$ cat src/s2r_defines.svh
/*
   Shared constants for the stream-to-RAM writer
   Included by every module that needs a width, a length or an address
*/

`ifndef S2R_DEFINES_SVH
`define S2R_DEFINES_SVH

// Width of one stream beat, which is also the width of the write-data channel
`define S2R_DATA_W 64

// Number of beats in one full burst to memory
`define S2R_BLOCK_CYCLES 8

// Bytes covered by one full burst
`define S2R_BURST_BYTES (`S2R_BLOCK_CYCLES * (`S2R_DATA_W / 8))

// First RAM address written after every new inflow
`define S2R_RAM_BASE 64'h0000_0001_0000_0000

// The FIFO holds four full blocks of beats
`define S2R_FIFO_DEPTH (4 * `S2R_BLOCK_CYCLES)

`endif
$ cat src/s2r_pkg.sv
/*
   Types shared between the tracker and the two channel engines
*/

`default_nettype none

package s2r_pkg;

   // Block status that the tracker hands to both engines
   typedef struct packed {
      // Completed full blocks, including a beat arriving this cycle
      logic [31:0] full_blocks;
      // Beats in the trailing partial block, zero while data still flows
      logic [7:0]  partial_cycles;
      // High for the one cycle in which a new inflow starts
      logic        new_inflow;
   } block_status_t;

   // One request on the write-address channel
   typedef struct packed {
      logic [63:0] addr;
      // Burst length minus one, as the channel encodes it
      logic [7:0]  len;
   } aw_req_t;

   // Write-address engine states
   typedef enum logic [1:0] {
      AW_IDLE,
      AW_FULL,
      AW_FINAL,
      AW_HOLD
   } aw_state_e;

   // Write-data engine states
   typedef enum logic [1:0] {
      W_IDLE,
      W_FULL,
      W_FINAL,
      W_FINISHED
   } w_state_e;

endpackage

`default_nettype wire

$ cat src/stream_to_ram.sv
/*
   Stream-to-RAM writer top level
   Buffers the input stream and writes it to memory as AXI4 write bursts
*/

`default_nettype none
`timescale 1ns/1ps

`include "s2r_defines.svh"

module stream_to_ram (
   input  wire                     clk,
   input  wire                     resetn,
   input  wire                     inflow,
   // Input stream
   input  wire  [`S2R_DATA_W-1:0]  in_data,
   input  wire                     in_valid,
   output logic                    in_ready,
   // Write-address channel
   output s2r_pkg::aw_req_t        aw,
   output logic                    awvalid,
   input  wire                     awready,
   // Write-data channel
   output logic [`S2R_DATA_W-1:0]  wdata,
   output logic                    wvalid,
   output logic                    wlast,
   input  wire                     wready,
   // Write-response channel
   input  wire                     bvalid,
   output logic                    bready,
   // Status
   output logic [31:0]             cycles_rcvd,
   output logic [31:0]             full_blocks,
   output logic [7:0]              partial_cycles,
   output logic                    has_data,
   output logic                    done,
   output logic [63:0]             hwm
);

   s2r_pkg::block_status_t status;
   logic                   in_fire;
   logic                   pop_valid;
   logic                   pop_ready;

   // A beat is accepted when the stream offers it and the FIFO has room
   assign in_fire = in_valid & in_ready;

   assign full_blocks    = status.full_blocks;
   assign partial_cycles = status.partial_cycles;

   s2r_fifo i_fifo (
      .clk        (clk),
      .resetn     (resetn),
      .push_data  (in_data),
      .push_valid (in_valid),
      .push_ready (in_ready),
      .pop_data   (wdata),
      .pop_valid  (pop_valid),
      .pop_ready  (pop_ready)
   );

   s2r_block_tracker i_block_tracker (
      .clk         (clk),
      .resetn      (resetn),
      .inflow      (inflow),
      .in_fire     (in_fire),
      .bvalid      (bvalid),
      .status      (status),
      .cycles_rcvd (cycles_rcvd),
      .has_data    (has_data),
      .done        (done),
      .bready      (bready)
   );

   s2r_aw_issuer i_aw_issuer (
      .clk     (clk),
      .resetn  (resetn),
      .status  (status),
      .aw      (aw),
      .awvalid (awvalid),
      .awready (awready),
      .hwm     (hwm)
   );

   s2r_w_streamer i_w_streamer (
      .clk       (clk),
      .resetn    (resetn),
      .status    (status),
      .pop_valid (pop_valid),
      .pop_ready (pop_ready),
      .wvalid    (wvalid),
      .wready    (wready),
      .wlast     (wlast)
   );

endmodule

`default_nettype wire

$ cat src/s2r_w_streamer.sv
/*
   Moves beats from the FIFO head onto the write-data channel in bursts,
   marking the last beat of each burst
*/

`default_nettype none
`timescale 1ns/1ps

`include "s2r_defines.svh"

module s2r_w_streamer (
   input  wire                     clk,
   input  wire                     resetn,
   input  wire s2r_pkg::block_status_t status,
   input  wire                     pop_valid,
   output logic                    pop_ready,
   output logic                    wvalid,
   input  wire                     wready,
   output logic                    wlast
);

   s2r_pkg::w_state_e state;
   logic [31:0]       w_blocks;
   logic [7:0]        remaining;
   logic              sending;
   logic              w_fire;

   // Data moves only while a burst is open
   assign sending   = (state == s2r_pkg::W_FULL) || (state == s2r_pkg::W_FINAL);
   assign wvalid    = sending & pop_valid;
   // The head is popped only on a handshake, so a stalled beat stays put
   assign pop_ready = sending & wready;
   assign w_fire    = wvalid & wready;

   // One beat left in the burst means this is its last
   assign wlast = (remaining == 8'd1);

   always_ff @(posedge clk) begin
      if (!resetn || status.new_inflow) begin
         state     <= s2r_pkg::W_IDLE;
         w_blocks  <= '0;
         remaining <= '0;
      end else begin
         case (state)
            s2r_pkg::W_IDLE: begin
               if (w_blocks < status.full_blocks) begin
                  remaining <= 8'(`S2R_BLOCK_CYCLES);
                  w_blocks  <= w_blocks + 1'b1;
                  state     <= s2r_pkg::W_FULL;
               end else if (status.partial_cycles != 8'd0) begin
                  remaining <= status.partial_cycles;
                  state     <= s2r_pkg::W_FINAL;
               end
            end
            // Back-to-back full bursts run without a gap when blocks are ready
            s2r_pkg::W_FULL: begin
               if (w_fire) begin
                  remaining <= remaining - 8'd1;
                  if (wlast) begin
                     if (w_blocks < status.full_blocks) begin
                        remaining <= 8'(`S2R_BLOCK_CYCLES);
                        w_blocks  <= w_blocks + 1'b1;
                     end else begin
                        state <= s2r_pkg::W_IDLE;
                     end
                  end
               end
            end
            s2r_pkg::W_FINAL: begin
               if (w_fire) begin
                  remaining <= remaining - 8'd1;
                  if (wlast)
                     state <= s2r_pkg::W_FINISHED;
               end
            end
            // Tail written; wait here for the next inflow
            s2r_pkg::W_FINISHED: state <= s2r_pkg::W_FINISHED;
            default: state <= s2r_pkg::W_IDLE;
         endcase
      end
   end

endmodule

`default_nettype wire

$ cat src/s2r_aw_issuer.sv
/*
   Issues write-address requests, one per full block plus one for the tail,
   and keeps the high-water mark of RAM usage across inflows
*/

`default_nettype none
`timescale 1ns/1ps

`include "s2r_defines.svh"

module s2r_aw_issuer (
   input  wire                     clk,
   input  wire                     resetn,
   input  wire s2r_pkg::block_status_t status,
   output s2r_pkg::aw_req_t        aw,
   output logic                    awvalid,
   input  wire                     awready,
   output logic [63:0]             hwm
);

   s2r_pkg::aw_state_e state;
   logic [31:0]        aw_blocks;
   logic [63:0]        ram_usage;
   logic               aw_fire;

   assign aw_fire = awvalid & awready;

   // Bytes of RAM in use once the current request lands, counted as a full burst
   assign ram_usage = (aw.addr - `S2R_RAM_BASE) + 64'(`S2R_BURST_BYTES);

   // ========================================
   // High-water mark
   // ========================================

   // Only a power-on reset clears the mark, so it survives a new inflow
   always_ff @(posedge clk) begin
      if (!resetn)
         hwm <= '0;
      else if (aw_fire && (ram_usage > hwm))
         hwm <= ram_usage;
   end

   // ========================================
   // Request FSM
   // ========================================

   always_ff @(posedge clk) begin
      if (!resetn || status.new_inflow) begin
         aw.addr   <= `S2R_RAM_BASE;
         awvalid   <= 1'b0;
         aw_blocks <= '0;
         state     <= s2r_pkg::AW_IDLE;
      end else begin
         case (state)
            // Full blocks waiting take priority over the tail
            s2r_pkg::AW_IDLE: begin
               if (status.full_blocks > aw_blocks) begin
                  aw.len  <= 8'(`S2R_BLOCK_CYCLES - 1);
                  awvalid <= 1'b1;
                  state   <= s2r_pkg::AW_FULL;
               end else if (status.partial_cycles != 8'd0) begin
                  aw.len  <= status.partial_cycles - 8'd1;
                  awvalid <= 1'b1;
                  state   <= s2r_pkg::AW_FINAL;
               end
            end
            // Hold the request until accepted, then step to the next block
            s2r_pkg::AW_FULL: begin
               if (aw_fire) begin
                  aw.addr   <= aw.addr + 64'(`S2R_BURST_BYTES);
                  awvalid   <= 1'b0;
                  aw_blocks <= aw_blocks + 1'b1;
                  state     <= s2r_pkg::AW_IDLE;
               end
            end
            s2r_pkg::AW_FINAL: begin
               if (aw_fire) begin
                  awvalid <= 1'b0;
                  state   <= s2r_pkg::AW_HOLD;
               end
            end
            // Nothing more to issue until the next inflow restarts the engine
            s2r_pkg::AW_HOLD: state <= s2r_pkg::AW_HOLD;
            default: state <= s2r_pkg::AW_IDLE;
         endcase
      end
   end

endmodule

`default_nettype wire

$ cat src/s2r_block_tracker.sv
/*
   Watches the inflow flag and the input stream, counts beats and blocks,
   and counts write responses to decide when all data has reached memory
*/

`default_nettype none
`timescale 1ns/1ps

`include "s2r_defines.svh"

module s2r_block_tracker (
   input  wire                     clk,
   input  wire                     resetn,
   input  wire                     inflow,
   input  wire                     in_fire,
   input  wire                     bvalid,
   output s2r_pkg::block_status_t  status,
   output logic [31:0]             cycles_rcvd,
   output logic                    has_data,
   output logic                    done,
   output logic                    bready
);

   logic        prev_inflow;
   logic        new_inflow;
   logic [31:0] cycles_q;
   logic [31:0] acks_rcvd;
   logic [31:0] total_writes;

   // ========================================
   // New inflow detection
   // ========================================

   always_ff @(posedge clk) begin
      if (!resetn)
         prev_inflow <= 1'b0;
      else
         prev_inflow <= inflow;
   end

   // A rising edge on inflow starts a new run
   assign new_inflow = inflow & ~prev_inflow;

   // ========================================
   // Beat and block counting
   // ========================================

   // On a new inflow the count restarts at 0 or at 1, depending on this cycle's beat
   always_ff @(posedge clk) begin
      if (!resetn)
         cycles_q <= '0;
      else if (new_inflow)
         cycles_q <= 32'(in_fire);
      else if (in_fire)
         cycles_q <= cycles_q + 1'b1;
   end

   // The reported count already includes a beat that is transferring right now
   assign cycles_rcvd = new_inflow ? 32'(in_fire) : cycles_q + 32'(in_fire);

   assign status.new_inflow     = new_inflow;
   assign status.full_blocks    = cycles_rcvd / `S2R_BLOCK_CYCLES;
   // The tail only counts once no more data can arrive
   assign status.partial_cycles = inflow ? 8'd0 : 8'(cycles_rcvd % `S2R_BLOCK_CYCLES);

   assign has_data = (cycles_rcvd != '0);

   // ========================================
   // Write responses and completion
   // ========================================

   // Responses are always accepted once the design is out of reset
   assign bready = resetn;

   always_ff @(posedge clk) begin
      if (!resetn || new_inflow)
         acks_rcvd <= '0;
      else if (bvalid && bready)
         acks_rcvd <= acks_rcvd + 1'b1;
   end

   // Every full block is one burst, and a nonzero tail adds one more
   assign total_writes = status.full_blocks + 32'(status.partial_cycles != 8'd0);

   // Done once inflow has ended and every burst has been acknowledged
   assign done = ~inflow & (acks_rcvd == total_writes);

endmodule

`default_nettype wire

$ cat src/s2r_fifo.sv
/*
   Synchronous FIFO between the input stream and the write-data engine
   Push and pop both use a valid/ready handshake
*/

`default_nettype none
`timescale 1ns/1ps

`include "s2r_defines.svh"

module s2r_fifo (
   input  wire                     clk,
   input  wire                     resetn,
   input  wire  [`S2R_DATA_W-1:0]  push_data,
   input  wire                     push_valid,
   output logic                    push_ready,
   output logic [`S2R_DATA_W-1:0]  pop_data,
   output logic                    pop_valid,
   input  wire                     pop_ready
);

   localparam int DEPTH = `S2R_FIFO_DEPTH;
   localparam int PTR_W = $clog2(DEPTH);

   logic [`S2R_DATA_W-1:0] mem [DEPTH];
   logic [PTR_W-1:0]       wr_ptr;
   logic [PTR_W-1:0]       rd_ptr;
   logic [PTR_W:0]         count;
   logic                   push_fire;
   logic                   pop_fire;

   assign push_ready = (count != (PTR_W+1)'(DEPTH));
   assign pop_valid  = (count != '0);
   assign push_fire  = push_valid & push_ready;
   assign pop_fire   = pop_valid & pop_ready;

   // The head is read straight from storage, so a pushed beat shows up a cycle later
   assign pop_data = mem[rd_ptr];

   // Each accepted beat is written at the tail
   always_ff @(posedge clk) begin
      if (push_fire)
         mem[wr_ptr] <= push_data;
   end

   // Pointers wrap at the end of the buffer and the count tracks occupancy
   always_ff @(posedge clk) begin
      if (!resetn) begin
         wr_ptr <= '0;
         rd_ptr <= '0;
         count  <= '0;
      end else begin
         if (push_fire)
            wr_ptr <= (wr_ptr == PTR_W'(DEPTH - 1)) ? '0 : wr_ptr + 1'b1;
         if (pop_fire)
            rd_ptr <= (rd_ptr == PTR_W'(DEPTH - 1)) ? '0 : rd_ptr + 1'b1;
         // A push and a pop in the same cycle leave the count unchanged
         if (push_fire && !pop_fire)
            count <= count + 1'b1;
         else if (pop_fire && !push_fire)
            count <= count - 1'b1;
      end
   end

endmodule

`default_nettype wire

$ cat config.mk
export PLATFORM = sky130hd
export DESIGN_NAME = stream_to_ram
export DESIGN_NICKNAME = d
export VERILOG_FILES = /design/src/s2r_pkg.sv /design/src/stream_to_ram.sv /design/src/s2r_w_streamer.sv /design/src/s2r_aw_issuer.sv /design/src/s2r_block_tracker.sv /design/src/s2r_fifo.sv
export VERILOG_INCLUDE_DIRS = /design/src
export SDC_FILE = /design/constraint.sdc
export NUM_CORES = 2
export LEC_CHECK = 0
export ABC_CLOCK_PERIOD_IN_PS = 7900
export BUFFER_PORTS_ARGS = -buffer_cell sky130_fd_sc_hd__buf_2
export CAP_MARGIN = 10
export CORE_MARGIN = 4
export CORE_UTILIZATION = 50
export CTS_CLUSTER_SIZE = 28
export DETAILED_ROUTE_END_ITERATION = 8
export PLACE_DENSITY_LB_ADDON = 0.2
export REMOVE_ABC_BUFFERS = 1
export SLEW_MARGIN = 40
export SYNTH_ARGS = -nofsm -noshare
export SYNTH_HDL_FRONTEND = slang
export SYNTH_HIERARCHICAL = 1
export SYNTH_SLANG_ARGS = --single-unit
$ cat constraint.sdc
create_clock -name clk -period 7.9 [get_ports clk]
set_input_delay 0 -clock clk [delete_from_list [all_inputs] [get_ports clk]]
set_output_delay 0 -clock clk [all_outputs]
set_load 0.01 [all_outputs]
==> flow_summary.json <==
{
  "drv_slew": 0,
  "cts_sinks": 2335,
  "min_period_ps": 6590,
  "tightestPinTransition_ps": 944,
  "grt_pass1_wl_um": 376000,
  "startpoint_type": "flip-flop",
  "postRouteAntennaNets": 0,
  "fp.dieH_um": 451,
  "synth_edf_count": 2056,
  "die_area_um2": 203000,
  "async_flop_share_pct": 0,
  "cp-end-kind": "output port",
  "yosysTopAreaCell": "edfxtp_1",
  "vias": 56900,
  "drt_iter0_drc": 6118,
  "cp.required_ps": 7900,
  "cts_buffers": 232,
  "p_per_area_nw_per_um2": 250,
  "row_count": 162,
  "crit_type": "flip-flop to output port",
  "path_clk_slew_ps": 60,
  "ctsResizeCount": 0,
  "syn_avg_cell_area_um2": 15.9,
  "slew_headroom_pct": 36.9,
  "drive_gt1_share_pct": 18.4,
  "final.setup.tns_ps": 0,
  "yosys.area.top_type_share_pct": 63.0,
  "fin_crit_sh_pct": 83.4,
  "status": "complete, no violations",
  "tritoncts": "done",
  "syn_inst": 6159,
  "clk_latency_ps": 870,
  "grt_usage_pct": 24.8,
  "dp_slack_ps": 1410,
  "crit_arrival_ps": 6590,
  "hpwl_um": 144000,
  "synth.area.top_cells": "edfxtp_1 (63%), mux4_2 (6.6%), dfxtp_1 (5.7%)",
  "start_util_pct": 50.3,
  "post_cts_buffers": 0,
  "grt_max_degree": 115,
  "io_buffer_count": 329,
  "ios": 350,
  "fp.dieW_um": 451,
  "fmax_ghz": 0.152,
  "drc": 0,
  "ys_ff_latch": 2335,
  "cts.htree.levels": 4,
  "finClkSkew_ps": 47.1,
  "hold_viol": 0,
  "avgViaCountPerCell": 6.05,
  "p_leak_uw": 0.0355,
  "setup_ws_ps": 1310,
  "drt_pre_antenna_iters": 6,
  "cap_violations": 0,
  "wl_per_cell_um": 27.2,
  "ys_types": 105,
  "cts-root-buf": "clkbuf_16",
  "final_nets": 6802,
  "worstPathMaxFanout": 15,
  "synth_area_um2": 98000,
  "yosysSeqAreaShare_pct": 68.7,
  "clk_path_buf_depth": 3,
  "synthFlopType": "edfxtp_1",
  "rsz0062_at_grt": "no",
  "wirelength_um": 256000,
  "ir_drop_mv": 0.268,
  "coreArea_um2": 195000,
  "antenna_found_initial": 15,
  "setup_viol": 0,
  "hp-class": "input port to flip-flop",
  "place_congestion": 0.888,
  "finish.utilization_pct": 57.2,
  "grt_pass1_vias": 55800,
  "syn_to_final_growth_pct": 13.8,
  "fillers": 15000,
  "synth_warnings": 6,
  "gr-total-overflow": 0,
  "whs_ps": 62.9
}
## cells in the mapped netlist, drive strengths merged, types with 10 or more instances
cell type / number
inv: 185
nor2b: 18
or3: 41
buf: 243
nor3: 59
and4: 24
mux2i: 527
a211oi: 11
nor4: 52
o21a: 10
edfxtp: 2056
mux4: 286
ha: 155
a22oi: 345
or4: 21
nand2: 309
nand2b: 17
a21oi: 120
a31oi: 37
clkbuf: 130
a22o: 23
nand3: 216
xnor2: 159
dfxtp: 279
o31ai: 12
nand4: 137
o21ai: 75
and2: 31
or2: 10
and3: 44
nor2: 310
xor2: 81
## critical path, cell delays in order (launching register included)
cell and delay (ps):
dfxtp_1 340, or4_4 590, or3_1 340, and2_1 290
ha_1 330, ha_1 250, nand3_4 200, xnor2_1 180
and2_1 450, ha_1 320, a21boi_0 450, nand3_1 390
nor2_1 270, nand3_2 160, or4_1 580, a32oi_1 220
nand4_1 110, nor2_1 120, buf_2 150
## layout make-up
class | instances | area, um2 | area share [%]
Inverter | 186 | 698 | 0.626
Tap cell | 2624 | 3280 | 2.95
Multi-Input combinational cell | 3283 | 28400 | 25.5
Timing Repair Buffer | 537 | 3880 | 3.48
Clock buffer | 291 | 6130 | 5.50
Sequential cell | 2335 | 67300 | 60.4
Clock inverter | 145 | 1680 | 1.51
Antenna cell | 6 | 15.0 | 0.0135
## flip-flops by register name (all words and copies together), names as in the netlist, named ones only
signal / count
i_aw_issuer/hwm: 58
i_fifo/count: 6
i_aw_issuer/aw_blocks: 32
i_fifo/mem: 2048
i_block_tracker/acks_rcvd: 32
i_aw_issuer/awvalid: 1
i_w_streamer/remaining: 8
i_fifo/wr_ptr: 5
i_aw_issuer/aw: 66
i_w_streamer/w_blocks: 32
i_w_streamer/state: 2
i_block_tracker/cycles_q: 32
i_fifo/rd_ptr: 5
i_block_tracker/prev_inflow: 1
i_aw_issuer/state: 2
## placed cells by master (no fill, tap or decap), drive strengths merged, types with 10 or more instances in the layout
cell type	Yosys	layout
edfxtp	2056	2056
mux2i	527	527
buf	243	466
a22oi	345	345
nor2	310	310
nand2	309	309
clkbuf	130	291
mux4	286	286
dfxtp	279	279
nand3	216	216
inv	185	192
xnor2	159	159
ha	155	155
nand4	137	137
a21oi	120	120
clkinv	1	99
xor2	81	81
o21ai	75	75
dlygate4sd3	0	71
nor3	59	59
nor4	52	52
and3	44	44
or3	41	41
a31oi	37	37
bufinv	0	31
and2	31	31
and4	24	24
a22o	23	23
or4	21	21
conb	2	20
nor2b	18	18
nand2b	17	17
o31ai	12	12
a211oi	11	11
or2	10	10
o21a	10	10
## timing repair
action                                  in CTS  in global routing
endpoints found under the setup margin       0                  0
hold buffers                                71                  0
endpoints found under the hold margin     2208                  0
## worst paths after layout
check | startpoint | end | slack [ps] | cells past startpoint
max | i_fifo/count[0]$_SDFFE_PN0P_ | done | 1310 | 18
min | bvalid | i_block_tracker/acks_rcvd[0]$_SDFFE_PP0P_ | 60 | 4
min reg2reg | i_aw_issuer/hwm[38]$_SDFFE_PN0P_ | i_aw_issuer/hwm[38]$_SDFFE_PN0P_ | 470 | 2
max reg2reg | i_fifo/count[0]$_SDFFE_PN0P_ | i_aw_issuer/aw[2]$_SDFFCE_PP1P_ | 1540 | 17
## routing by layer
layer  track usage, %  share of wire, %  wire length (um)  vias up
met5                0            0.0082                21        -
met4             6.78               2.7              6870        4
met3             4.14               7.5             19300      385
met2             41.0                49            125000     2279
met1             34.4                41            105000    29300
li1                 -                 -                 -    24900
## through the flow
stage / power (uW) / std cells / cell area [um2]
floorplan: 16200 / 5804 / 96000
global placement: 16800 / 8875 / 102000
detailed placement: 16800 / 8891 / 103000
CTS: 28000 / 9398 / 111000
global route: 28800 / 9403 / 111000
finish: 27800 / 9407 / 111000
## cells by family (layout without fill, tap and decap cells)
group,Yosys count,after routing,synth area share (%)
flip-flops,2335,2335,68.7
AND/OR/NAND/NOR,1323,1323,7.12
multiplexers,815,815,12.0
AO/OA/AOI/OAI,729,729,5.26
buffers and inverters,559,1159,2.76
XOR/XNOR,240,240,2.15
adder cells (fa/ha/maj),156,156,2.00
other,2,26,0.00767
## power by group
part / internal [uW] / switching, uW / leakage, uW / total, uW
clock: 6520 / 4720 / 0.00379 / 11200
combinational: 1170 / 1730 / 0.0110 / 2900
sequential: 13600 / 102 / 0.0208 / 13700
No activity file was read; power rests on OpenSTA's default activity.
